==> src/i2s_rx_pkg.sv <==
// Shared widths, bus types, register map and status bit positions for the I2S receiver
`default_nettype none

package i2s_rx_pkg;

	// --------------------------------------------------
	// Widths and types
	// --------------------------------------------------
	localparam int WB_DATA_W = 32;
	localparam int WB_ADDR_W = 4;
	localparam int SAMPLE_W  = 16;

	// FIFO level and DMA count share one width
	localparam int LEVEL_W   = 5;

	// Three interrupt sources
	localparam int INTR_W    = 3;

	typedef logic [SAMPLE_W-1:0]  sample_t;
	typedef logic [WB_DATA_W-1:0] wb_data_t;
	typedef logic [WB_ADDR_W-1:0] wb_addr_t;

	// --------------------------------------------------
	// Register map, word addresses
	// --------------------------------------------------
	localparam wb_addr_t EN_REG_ADR        = 4'd0;
	localparam wb_addr_t INTR_STS_REG_ADR  = 4'd1;
	localparam wb_addr_t INTR_EN_REG_ADR   = 4'd2;
	localparam wb_addr_t FIFO_STS_REG_ADR  = 4'd3;
	localparam wb_addr_t FIFO_DATA_REG_ADR = 4'd4;
	localparam wb_addr_t FIFO_RST_REG_ADR  = 4'd5;
	localparam wb_addr_t DMA_EN_REG_ADR    = 4'd6;
	localparam wb_addr_t DMA_CNT_REG_ADR   = 4'd8;

	// Marks a read of an unmapped word
	localparam wb_data_t DEF_REG_VALUE     = 32'hDADDEFAC;

	// Status and enable bit positions, same in both registers
	localparam int STS_RX_BIT  = 0;
	localparam int STS_DMA_BIT = 1;
	localparam int STS_DIS_BIT = 2;

	// FIFO status flags above the level field
	localparam int FIFO_EMPTY_BIT = 16;
	localparam int FIFO_FULL_BIT  = 17;

endpackage

`default_nettype wire

==> src/i2s_rx_deser.sv <==
// I2S line synchronizers, serial clock edge detect, left word shifter and clock stop detector
`timescale 1ns/1ps
`default_nettype none

module i2s_rx_deser #(
	parameter int STOP_TIMEOUT = 64
) (
	input  wire                  wbs_clk_i,
	input  wire                  rst_i,
	input  wire                  i2s_sck_i,
	input  wire                  i2s_ws_i,
	input  wire                  i2s_sd_i,
	input  wire                  en_i,
	output i2s_rx_pkg::sample_t  sample_o,
	output logic                 sample_push_o,
	output logic                 stopped_o
);

	localparam int SW     = i2s_rx_pkg::SAMPLE_W;
	localparam int CNT_W  = $clog2(SW);
	localparam int STOP_W = $clog2(STOP_TIMEOUT + 1);

	// --------------------------------------------------
	// Two flop synchronizers, one set per line
	// --------------------------------------------------
	logic [2:0] sync1_q;
	logic [2:0] sync2_q;
	logic       sck_d_q;
	logic       ws_last_q;
	logic       sck_rise;
	logic       sck_edge;
	logic       ws_fall;

	always_ff @(posedge wbs_clk_i) begin
		if (rst_i) begin
			sync1_q <= '0;
			sync2_q <= '0;
			sck_d_q <= 1'b0;
		end else begin
			sync1_q <= {i2s_sck_i, i2s_ws_i, i2s_sd_i};
			sync2_q <= sync1_q;
			sck_d_q <= sync2_q[2];
		end
	end

	assign sck_rise = sync2_q[2] & ~sck_d_q;
	assign sck_edge = sync2_q[2] ^ sck_d_q;

	// WS seen low after being high at the previous rising edge
	assign ws_fall  = ws_last_q & ~sync2_q[1];

	// --------------------------------------------------
	// Left word shifter
	// --------------------------------------------------
	logic             active_q;
	logic [CNT_W-1:0] bit_cnt_q;
	logic [SW-1:0]    shift_q;

	always_ff @(posedge wbs_clk_i) begin
		if (rst_i) begin
			ws_last_q     <= 1'b0;
			active_q      <= 1'b0;
			bit_cnt_q     <= '0;
			sample_push_o <= 1'b0;
		end else begin
			sample_push_o <= 1'b0;
			if (sck_rise) begin
				ws_last_q <= sync2_q[1];
				if (ws_fall) begin
					// First bit after the WS change belongs to the right word
					active_q  <= 1'b1;
					bit_cnt_q <= '0;
				end else if (active_q) begin
					bit_cnt_q <= bit_cnt_q + 1'b1;
					if (bit_cnt_q == CNT_W'(SW - 1)) begin
						active_q      <= 1'b0;
						sample_push_o <= en_i;
					end
				end
			end
		end
	end

	// Payload only, MSB first
	always_ff @(posedge wbs_clk_i) begin
		if (sck_rise && active_q && !ws_fall)
			shift_q <= {shift_q[SW-2:0], sync2_q[0]};
	end

	assign sample_o = shift_q;

	// --------------------------------------------------
	// Stopped clock detect
	// --------------------------------------------------
	logic [STOP_W-1:0] stop_cnt_q;

	always_ff @(posedge wbs_clk_i) begin
		if (rst_i || !en_i || sck_edge) begin
			stop_cnt_q <= '0;
			stopped_o  <= 1'b0;
		end else if (stop_cnt_q == STOP_W'(STOP_TIMEOUT)) begin
			stopped_o <= 1'b1;
		end else begin
			stop_cnt_q <= stop_cnt_q + 1'b1;
		end
	end

endmodule

`default_nettype wire

==> src/i2s_rx_dma.sv <==
// Top level of the I2S receiver, wires deserializer, FIFO, registers and DMA controller
`timescale 1ns/1ps
`default_nettype none

module i2s_rx_dma #(
	parameter int FIFO_DEPTH   = 16,
	parameter int STOP_TIMEOUT = 64
) (
	input  wire                   wbs_clk_i,
	input  wire                   rst_i,
	input  wire                   wbs_cyc_i,
	input  wire                   wbs_stb_i,
	input  wire                   wbs_we_i,
	input  i2s_rx_pkg::wb_addr_t  wbs_adr_i,
	input  i2s_rx_pkg::wb_data_t  wbs_dat_i,
	output i2s_rx_pkg::wb_data_t  wbs_dat_o,
	output logic                  wbs_ack_o,
	input  wire                   i2s_sck_i,
	input  wire                   i2s_ws_i,
	input  wire                   i2s_sd_i,
	output logic                  dma_req_o,
	output logic                  rx_intr_o,
	output logic                  dma_intr_o,
	output logic                  dis_intr_o
);

	// --------------------------------------------------
	// Internal nets
	// --------------------------------------------------
	i2s_rx_pkg::sample_t              sample;
	logic                             sample_push;
	logic                             i2s_stopped;
	logic                             en;
	i2s_rx_pkg::sample_t              rd_data;
	logic [i2s_rx_pkg::LEVEL_W-1:0]   level;
	logic                             empty;
	logic                             full;
	logic                             fifo_pop;
	logic                             fifo_flush;
	logic                             dma_start;
	logic [i2s_rx_pkg::LEVEL_W-1:0]   dma_cnt;
	logic                             busy;
	logic                             dma_done;

	// Serial side
	i2s_rx_deser #(.STOP_TIMEOUT(STOP_TIMEOUT)) deser_inst (
		.wbs_clk_i(wbs_clk_i), .rst_i(rst_i),
		.i2s_sck_i(i2s_sck_i), .i2s_ws_i(i2s_ws_i), .i2s_sd_i(i2s_sd_i),
		.en_i(en), .sample_o(sample), .sample_push_o(sample_push),
		.stopped_o(i2s_stopped)
	);

	// Sample buffer
	i2s_rx_fifo #(.FIFO_DEPTH(FIFO_DEPTH)) fifo_inst (
		.wbs_clk_i(wbs_clk_i), .rst_i(rst_i), .flush_i(fifo_flush),
		.push_i(sample_push), .wr_data_i(sample), .pop_i(fifo_pop),
		.rd_data_o(rd_data), .level_o(level), .empty_o(empty), .full_o(full)
	);

	// Bus registers
	i2s_rx_regs regs_inst (
		.wbs_clk_i(wbs_clk_i), .rst_i(rst_i),
		.wbs_cyc_i(wbs_cyc_i), .wbs_stb_i(wbs_stb_i), .wbs_we_i(wbs_we_i),
		.wbs_adr_i(wbs_adr_i), .wbs_dat_i(wbs_dat_i),
		.wbs_dat_o(wbs_dat_o), .wbs_ack_o(wbs_ack_o),
		.fifo_data_i(rd_data), .fifo_level_i(level),
		.fifo_empty_i(empty), .fifo_full_i(full),
		.fifo_pop_o(fifo_pop), .fifo_flush_o(fifo_flush),
		.dma_busy_i(busy), .dma_done_i(dma_done),
		.dma_start_o(dma_start), .dma_cnt_o(dma_cnt),
		.stopped_i(i2s_stopped), .en_o(en),
		.rx_intr_o(rx_intr_o), .dma_intr_o(dma_intr_o), .dis_intr_o(dis_intr_o)
	);

	// System DMA request
	i2s_rx_dma_ctrl dma_ctrl_inst (
		.wbs_clk_i(wbs_clk_i), .rst_i(rst_i),
		.start_i(dma_start), .cnt_i(dma_cnt), .pop_i(fifo_pop),
		.fifo_empty_i(empty), .dma_req_o(dma_req_o),
		.busy_o(busy), .done_o(dma_done)
	);

endmodule

`default_nettype wire

==> src/i2s_rx_dma_ctrl.sv <==
// DMA request FSM with pop counter and done pulse
`timescale 1ns/1ps
`default_nettype none

module i2s_rx_dma_ctrl (
	input  wire                            wbs_clk_i,
	input  wire                            rst_i,
	input  wire                            start_i,
	input  wire [i2s_rx_pkg::LEVEL_W-1:0]  cnt_i,
	input  wire                            pop_i,
	input  wire                            fifo_empty_i,
	output logic                           dma_req_o,
	output logic                           busy_o,
	output logic                           done_o
);

	localparam int LW = i2s_rx_pkg::LEVEL_W;

	typedef enum logic [1:0] {
		ST_IDLE,
		ST_RUN,
		ST_DONE
	} state_t;

	state_t        state_q;
	state_t        start_state;
	logic [LW-1:0] pop_cnt_q;
	logic [LW-1:0] cnt_q;
	logic          pop_ok;

	// Zero count finishes straight away
	assign start_state = (cnt_i == '0) ? ST_DONE : ST_RUN;

	// Pops of an empty FIFO move no data
	assign pop_ok = pop_i & ~fifo_empty_i;

	// --------------------------------------------------
	// State machine
	// --------------------------------------------------
	always_ff @(posedge wbs_clk_i) begin
		if (rst_i) begin
			state_q   <= ST_IDLE;
			pop_cnt_q <= '0;
		end else begin
			case (state_q)
				ST_IDLE: begin
					pop_cnt_q <= '0;
					if (start_i)
						state_q <= start_state;
				end
				ST_RUN: begin
					// Start while running is dropped
					if (pop_ok) begin
						pop_cnt_q <= pop_cnt_q + 1'b1;
						if (pop_cnt_q + 1'b1 == cnt_q)
							state_q <= ST_DONE;
					end
				end
				ST_DONE: begin
					pop_cnt_q <= '0;
					state_q   <= start_i ? start_state : ST_IDLE;
				end
				default: state_q <= ST_IDLE;
			endcase
		end
	end

	// Run length captured at start
	always_ff @(posedge wbs_clk_i) begin
		if (start_i && state_q != ST_RUN)
			cnt_q <= cnt_i;
	end

	// Outputs straight from state
	assign busy_o    = (state_q == ST_RUN);
	assign done_o    = (state_q == ST_DONE);
	// Back-pressure while the FIFO is dry
	assign dma_req_o = busy_o & ~fifo_empty_i;

endmodule

`default_nettype wire

==> src/i2s_rx_fifo.sv <==
// Synchronous sample FIFO with flush, level, empty and full flags
`timescale 1ns/1ps
`default_nettype none

module i2s_rx_fifo #(
	parameter int FIFO_DEPTH = 16
) (
	input  wire                                  wbs_clk_i,
	input  wire                                  rst_i,
	input  wire                                  flush_i,
	input  wire                                  push_i,
	input  i2s_rx_pkg::sample_t                  wr_data_i,
	input  wire                                  pop_i,
	output i2s_rx_pkg::sample_t                  rd_data_o,
	output logic [i2s_rx_pkg::LEVEL_W-1:0]       level_o,
	output logic                                 empty_o,
	output logic                                 full_o
);

	localparam int PTR_W = $clog2(FIFO_DEPTH);
	localparam int LW    = i2s_rx_pkg::LEVEL_W;

	i2s_rx_pkg::sample_t mem [FIFO_DEPTH];
	i2s_rx_pkg::sample_t last_q;
	logic [PTR_W-1:0]    wr_ptr_q;
	logic [PTR_W-1:0]    rd_ptr_q;
	logic [LW-1:0]       level_q;
	logic                push_ok;
	logic                pop_ok;

	assign empty_o = (level_q == '0);
	assign full_o  = (level_q == LW'(FIFO_DEPTH));
	assign level_o = level_q;

	// Full drops the push, empty drops the pop
	assign push_ok = push_i & ~full_o;
	assign pop_ok  = pop_i & ~empty_o;

	// Head of queue shown ahead, last popped word once drained
	assign rd_data_o = empty_o ? last_q : mem[rd_ptr_q];

	// --------------------------------------------------
	// Pointers and level
	// --------------------------------------------------
	always_ff @(posedge wbs_clk_i) begin
		if (rst_i || flush_i) begin
			wr_ptr_q <= '0;
			rd_ptr_q <= '0;
			level_q  <= '0;
		end else begin
			if (push_ok)
				wr_ptr_q <= (wr_ptr_q == PTR_W'(FIFO_DEPTH - 1)) ? '0 : wr_ptr_q + 1'b1;
			if (pop_ok)
				rd_ptr_q <= (rd_ptr_q == PTR_W'(FIFO_DEPTH - 1)) ? '0 : rd_ptr_q + 1'b1;
			level_q <= level_q + LW'(push_ok) - LW'(pop_ok);
		end
	end

	// Storage
	always_ff @(posedge wbs_clk_i) begin
		if (push_ok && !flush_i)
			mem[wr_ptr_q] <= wr_data_i;
	end

	// Held for reads of an empty FIFO
	always_ff @(posedge wbs_clk_i) begin
		if (rst_i)
			last_q <= '0;
		else if (pop_ok && !flush_i)
			last_q <= mem[rd_ptr_q];
	end

endmodule

`default_nettype wire

==> src/i2s_rx_regs.sv <==
// Wishbone register file with interrupt status and enables, FIFO read port and DMA start
`timescale 1ns/1ps
`default_nettype none

module i2s_rx_regs (
	input  wire                               wbs_clk_i,
	input  wire                               rst_i,
	input  wire                               wbs_cyc_i,
	input  wire                               wbs_stb_i,
	input  wire                               wbs_we_i,
	input  i2s_rx_pkg::wb_addr_t              wbs_adr_i,
	input  i2s_rx_pkg::wb_data_t              wbs_dat_i,
	output i2s_rx_pkg::wb_data_t              wbs_dat_o,
	output logic                              wbs_ack_o,
	input  i2s_rx_pkg::sample_t               fifo_data_i,
	input  wire [i2s_rx_pkg::LEVEL_W-1:0]     fifo_level_i,
	input  wire                               fifo_empty_i,
	input  wire                               fifo_full_i,
	output logic                              fifo_pop_o,
	output logic                              fifo_flush_o,
	input  wire                               dma_busy_i,
	input  wire                               dma_done_i,
	output logic                              dma_start_o,
	output logic [i2s_rx_pkg::LEVEL_W-1:0]    dma_cnt_o,
	input  wire                               stopped_i,
	output logic                              en_o,
	output logic                              rx_intr_o,
	output logic                              dma_intr_o,
	output logic                              dis_intr_o
);

	localparam int LW = i2s_rx_pkg::LEVEL_W;

	logic                          req;
	logic                          wr_en;
	logic                          rd_ack;
	i2s_rx_pkg::wb_data_t          rd_mux;
	logic                          en_q;
	logic [i2s_rx_pkg::INTR_W-1:0] intr_en_q;
	logic [LW-1:0]                 dma_cnt_q;
	logic                          sts_done_q;
	logic                          sts_dis_q;
	logic                          stopped_d_q;
	logic                          data_avail;

	// --------------------------------------------------
	// Bus handshake
	// --------------------------------------------------
	// New request only while ack is low
	assign req    = wbs_cyc_i & wbs_stb_i & ~wbs_ack_o;
	// Writes and pops land in the ack cycle
	assign wr_en  = wbs_ack_o & wbs_we_i;
	assign rd_ack = wbs_ack_o & ~wbs_we_i;

	always_ff @(posedge wbs_clk_i) begin
		if (rst_i) begin
			wbs_ack_o <= 1'b0;
			wbs_dat_o <= '0;
		end else begin
			wbs_ack_o <= req;
			if (req)
				wbs_dat_o <= rd_mux;
		end
	end

	assign fifo_pop_o   = rd_ack & (wbs_adr_i == i2s_rx_pkg::FIFO_DATA_REG_ADR);
	assign fifo_flush_o = wr_en & (wbs_adr_i == i2s_rx_pkg::FIFO_RST_REG_ADR);
	assign dma_start_o  = wr_en & (wbs_adr_i == i2s_rx_pkg::DMA_EN_REG_ADR) & wbs_dat_i[0];

	// --------------------------------------------------
	// Control registers
	// --------------------------------------------------
	always_ff @(posedge wbs_clk_i) begin
		if (rst_i) begin
			en_q      <= 1'b0;
			intr_en_q <= '0;
			dma_cnt_q <= '0;
		end else if (wr_en) begin
			case (wbs_adr_i)
				i2s_rx_pkg::EN_REG_ADR:      en_q      <= wbs_dat_i[0];
				i2s_rx_pkg::INTR_EN_REG_ADR: intr_en_q <= wbs_dat_i[i2s_rx_pkg::INTR_W-1:0];
				i2s_rx_pkg::DMA_CNT_REG_ADR: dma_cnt_q <= wbs_dat_i[LW-1:0];
				default: ;
			endcase
		end
	end

	assign en_o      = en_q;
	assign dma_cnt_o = dma_cnt_q;

	// Sticky status, a new event beats a W1C in the same cycle
	always_ff @(posedge wbs_clk_i) begin
		if (rst_i) begin
			sts_done_q  <= 1'b0;
			sts_dis_q   <= 1'b0;
			stopped_d_q <= 1'b0;
		end else begin
			stopped_d_q <= stopped_i;
			if (dma_done_i)
				sts_done_q <= 1'b1;
			else if (wr_en && wbs_adr_i == i2s_rx_pkg::INTR_STS_REG_ADR &&
					wbs_dat_i[i2s_rx_pkg::STS_DMA_BIT])
				sts_done_q <= 1'b0;
			if (stopped_i && !stopped_d_q)
				sts_dis_q <= 1'b1;
			else if (wr_en && wbs_adr_i == i2s_rx_pkg::INTR_STS_REG_ADR &&
					wbs_dat_i[i2s_rx_pkg::STS_DIS_BIT])
				sts_dis_q <= 1'b0;
		end
	end

	// Data available is a live level
	assign data_avail = ~fifo_empty_i;

	assign rx_intr_o  = data_avail & intr_en_q[i2s_rx_pkg::STS_RX_BIT];
	assign dma_intr_o = sts_done_q & intr_en_q[i2s_rx_pkg::STS_DMA_BIT];
	assign dis_intr_o = sts_dis_q & intr_en_q[i2s_rx_pkg::STS_DIS_BIT];

	// --------------------------------------------------
	// Read mux
	// --------------------------------------------------
	always_comb begin
		rd_mux = '0;
		case (wbs_adr_i)
			i2s_rx_pkg::EN_REG_ADR: rd_mux[0] = en_q;
			i2s_rx_pkg::INTR_STS_REG_ADR: begin
				rd_mux[i2s_rx_pkg::STS_RX_BIT]  = data_avail;
				rd_mux[i2s_rx_pkg::STS_DMA_BIT] = sts_done_q;
				rd_mux[i2s_rx_pkg::STS_DIS_BIT] = sts_dis_q;
			end
			i2s_rx_pkg::INTR_EN_REG_ADR: rd_mux[i2s_rx_pkg::INTR_W-1:0] = intr_en_q;
			i2s_rx_pkg::FIFO_STS_REG_ADR: begin
				rd_mux[LW-1:0]                    = fifo_level_i;
				rd_mux[i2s_rx_pkg::FIFO_EMPTY_BIT] = fifo_empty_i;
				rd_mux[i2s_rx_pkg::FIFO_FULL_BIT]  = fifo_full_i;
			end
			i2s_rx_pkg::FIFO_DATA_REG_ADR: rd_mux[i2s_rx_pkg::SAMPLE_W-1:0] = fifo_data_i;
			// Flush register is write only
			i2s_rx_pkg::FIFO_RST_REG_ADR: rd_mux = '0;
			i2s_rx_pkg::DMA_EN_REG_ADR:   rd_mux[0] = dma_busy_i;
			i2s_rx_pkg::DMA_CNT_REG_ADR:  rd_mux[LW-1:0] = dma_cnt_q;
			default: rd_mux = i2s_rx_pkg::DEF_REG_VALUE;
		endcase
	end

endmodule

`default_nettype wire

==> config.mk <==
export PLATFORM = sky130hd
export DESIGN_NAME = i2s_rx_dma
export DESIGN_NICKNAME = d
export VERILOG_FILES = /design/src/i2s_rx_pkg.sv /design/src/i2s_rx_deser.sv /design/src/i2s_rx_dma.sv /design/src/i2s_rx_dma_ctrl.sv /design/src/i2s_rx_fifo.sv /design/src/i2s_rx_regs.sv
export SDC_FILE = /design/constraint.sdc
export NUM_CORES = 1
export LEC_CHECK = 0
export BUFFER_PORTS_ARGS = -buffer_cell sky130_fd_sc_hd__buf_4
export CORE_UTILIZATION = 65
export CTS_CLUSTER_DIAMETER = 50
export DETAILED_ROUTE_END_ITERATION = 12
export PLACE_DENSITY = 0.82
export SYNTH_ARGS = -nofsm -noshare
export SYNTH_HDL_FRONTEND = slang
export SYNTH_SLANG_ARGS = --single-unit
==> constraint.sdc <==
create_clock -name wbs_clk_i -period 12.17 [get_ports wbs_clk_i]
set_clock_uncertainty 0.05 [all_clocks]
set_input_delay 2.434 -clock wbs_clk_i [delete_from_list [all_inputs] [get_ports wbs_clk_i]]
set_output_delay 2.434 -clock wbs_clk_i [all_outputs]
set_load 0.1 [all_outputs]
==> flow_summary.yaml <==
run_status:
  status: "complete, but fails checks"
  violations: "DRC"
cells_and_area:
  layout_common_cells: "edfxtp_1 (277), dfxtp_1 (92), nand2_1 (77)"
  antennaDiodeCount: 0
  fin_cells: 1310
  layout-drive-gt1-share_pct: 20.0
  area_growth_pct: 13.1
  fin_nets: 1062
  final_common_cell: "edfxtp_1"
power:
  ir_drop_mv: 0.129
  powerDensity_nw_per_um2: 158
  leakage_nw: 5.48
global_routing:
  first_global_vias: 8492
  grt_overflow: 0
  grt_antenna_before_repair: 0
  grtUsageTotal_pct: 29.6
  grt_max_degree: 72
  grt_pass1_wl_mm: 50.5
cts:
  ctsHtreeMaxLevel: 2
  hold_buffers: 0
  post-cts-setup-buffers: 0
  root_buffer: "clkbuf_16"
  insertion_delay_ps: 520
  clkSinkCount: 371
  tritoncts: "done"
  clk_path_buf_depth: 3
  ctsResizeCount: 0
  cts.clk_slew.worst_paths_ps: 60
  cts_buffers: 38
synth:
  synth_top_area_share_pct: 56.7
  synth_largest_area_cell: "edfxtp_1"
  ys_types: 57
  synth-async-reset-ratio_pct: 0
  synth.avg_cell_area_um2: 15.4
  ys.flop_type: "edfxtp_1"
  synth_area_leaders: "edfxtp_1 (57%), dfxtp_1 (13%), mux4_2 (9.8%), nand2_1 (2.0%), nor2_1 (1.6%)"
  yosysSeqAreaShare_pct: 69.6
  synthCells: 951
  synth-edff-count: 277
  synth_area_um2: 14700
  ys_warn_count: 0
  yosys_register_bits: 371
worst_setup_path:
  worst_ep_required_time_ps: 12510
  crit_fanout: 21
  cpMaxStageDelayCell: "or3_1"
  r2r_cells: 15
  start_kind: "input port"
  regToRegEndpoint: "fifo_inst.level_o[4]"
  cp.arrival_ps: 5910
  critPathMaxStageDelay_ps: 730
  r2r_setup_slack_ps: 7690
  path_common_cell: "inv_1"
  path_cells: "buf_4 -> or4b_1 -> or3_1 -> clkinv_2 -> ha_1 -> inv_1 -> ha_1 -> inv_1 -> fa_1 -> inv_1 -> a21oi_1 -> nor2_1 -> or3_1 -> a21oi_1"
  r2r-start: "fifo_inst.level_o[3]"
  path_class: "input port to flop"
  end_kind: "flop"
sta:
  clock.fmax_mhz: 179
  setup-violations-final: 0
  maxSlewViolCount: 0
  rsz0062_at_grt: "no"
  holdWs_ps: 358
  tns_ps: 0
  worst_pin_slew_ps: 1260
  setup_ws_ps: 6600
  finalHoldViolCount: 0
  period_minus_slack_ps: 5570
  period_share_pct: 45.8
  relSlewSlack_pct: 16.1
placement:
  place_hpwl_mm: 18.1
  gp_congestion: 0.799
  dpl.cell_count: 1241
  io_buffers: 49
  dp_slack_ps: 6190
route:
  wl_per_cell_um: 25.3
  drt-vias-per-instance: 6.56
  post-route-drc-count: 10
  postRouteAntennaNets: 0
  firstDrtPassIters: 9
  vias: 8592
  initialDrtViolationCount: 867
  wirelength_mm: 33.2
floorplanning:
  die_height_um: 152
  die-width_um: 152
  core_area_um2: 22000
  rows: 54
  pin_count: 81
  die-area_um2: 23200
  initial_core_util_pct: 66.8
hold_path:
  min_path_type: "flop to flop"
  hold-path-cell-count: 0
  worst_hold_path.endpoint: "deser_inst.sample_o[0]"
  hp-start: "deser_inst.sync2_q[0]"
job:
  cap_violations: 0
cell usage after synthesis, types with 3 or more instances:
cell,n
a21oi_1,41
mux2i_1,18
nor4_1,5
edfxtp_1,277
a211oi_1,5
clkbuf_1,29
a221oi_1,13
or2_2,3
nand4_1,3
and2_1,5
xnor2_1,9
xor2_1,11
or3_1,4
nand3_1,17
buf_1,8
a21o_1,3
nand2_1,77
o22ai_1,6
a22oi_1,26
nand3b_1,8
nor2_1,64
dfxtp_1,94
nor2b_1,16
buf_4,13
and3_1,5
inv_1,20
mux4_2,64
a31oi_1,3
o21ai_0,21
buf_2,9
nand2b_1,13
nor3_1,14
ha_1,16
per-layer routing:
layer | wire length (um) | global-route usage [%]
met5 | 0 | 0
met4 | 1250 | 12.4
met3 | 2620 | 4.69
met2 | 16700 | 50.1
met1 | 12600 | 38.7
logic make-up (layout without fill, tap and decap cells):
group	Yosys count	after routing	synth area share [%]
compound gates	128	128	5.59
xor+xnor	20	20	1.19
fa+ha+maj	17	17	1.50
buf+inv	82	158	2.62
flops	371	371	69.6
mux	84	84	11.2
other cells	1	4	0.0256
simple gates	248	248	8.29
final cells by class:
class	count	area [um2]
flip-flops and latches	371	10200
fillers	1208	5380
clock buffers	52	1080
well taps	280	350
multi-input cells	501	4120
clock inverters	17	240
repair buffers	68	510
inverters	21	80.1
how the worst max path moves through the flow:
stage	startpoint	depth (start not counted)	to	slack [ps]
5_1_grt	wbs_adr_i[0]	14	fifo_inst.level_o[4]	6450
6_report	wbs_adr_i[0]	14	fifo_inst.level_o[4]	6600
4_1_cts	wbs_adr_i[0]	14	fifo_inst.level_o[4]	6640
3_5_place_dp	wbs_adr_i[0]	14	fifo_inst.level_o[4]	6190
2_1_floorplan	wbs_adr_i[3]	18	fifo_inst.level_o[4]	6660
3_3_place_gp	wbs_adr_i[0]	14	fifo_inst.level_o[4]	6220
where the power goes:
group	switching, W	total (W)	leakage, nW	internal (W)
Clock	0.000460	0.00121	0.636	0.000749
Combinational	0.0000564	0.0000716	1.60	0.0000152
Sequential	0.00000250	0.00135	3.24	0.00134
critical path, delay by kind of cell:
family                     cells  cell delay (ps)
AOI/OAI and AO/OA              2              130
adders and majority gates      3              910
buffers and inverters          5              810
and+or+nand+nor                4             1630
metrics by stage:
stage	cell area, um2	util, %	power [W]
2_1_floorplan	14700	-	0.00143
3_3_place_gp	15300	69.5	0.00144
3_5_place_dp	15300	69.5	0.00145
4_1_cts	16600	75.5	0.00264
5_1_grt	16600	75.5	0.00268
6_report	16600	75.5	0.00263
flip-flops by register name, indices dropped and copies added, names as in the netlist, 2 cells and up, named ones only:
name / flops
deser_inst.bit_cnt_q: 4
fifo_inst.last_q: 16
dma_ctrl_inst.cnt_q: 5
fifo_inst.mem: 256
deser_inst.sample_o: 16
regs_inst.intr_en_q: 3
deser_inst.sync1_q: 3
deser_inst.stop_cnt_q: 7
regs_inst.dma_cnt_o: 5
dma_ctrl_inst.state_q: 2
regs_inst.wbs_dat_o: 19
fifo_inst.wr_ptr_q: 4
fifo_inst.level_o: 5
dma_ctrl_inst.pop_cnt_q: 5
fifo_inst.rd_ptr_q: 4
deser_inst.sync2_q: 3
No activity file was read; power rests on OpenSTA's default activity.
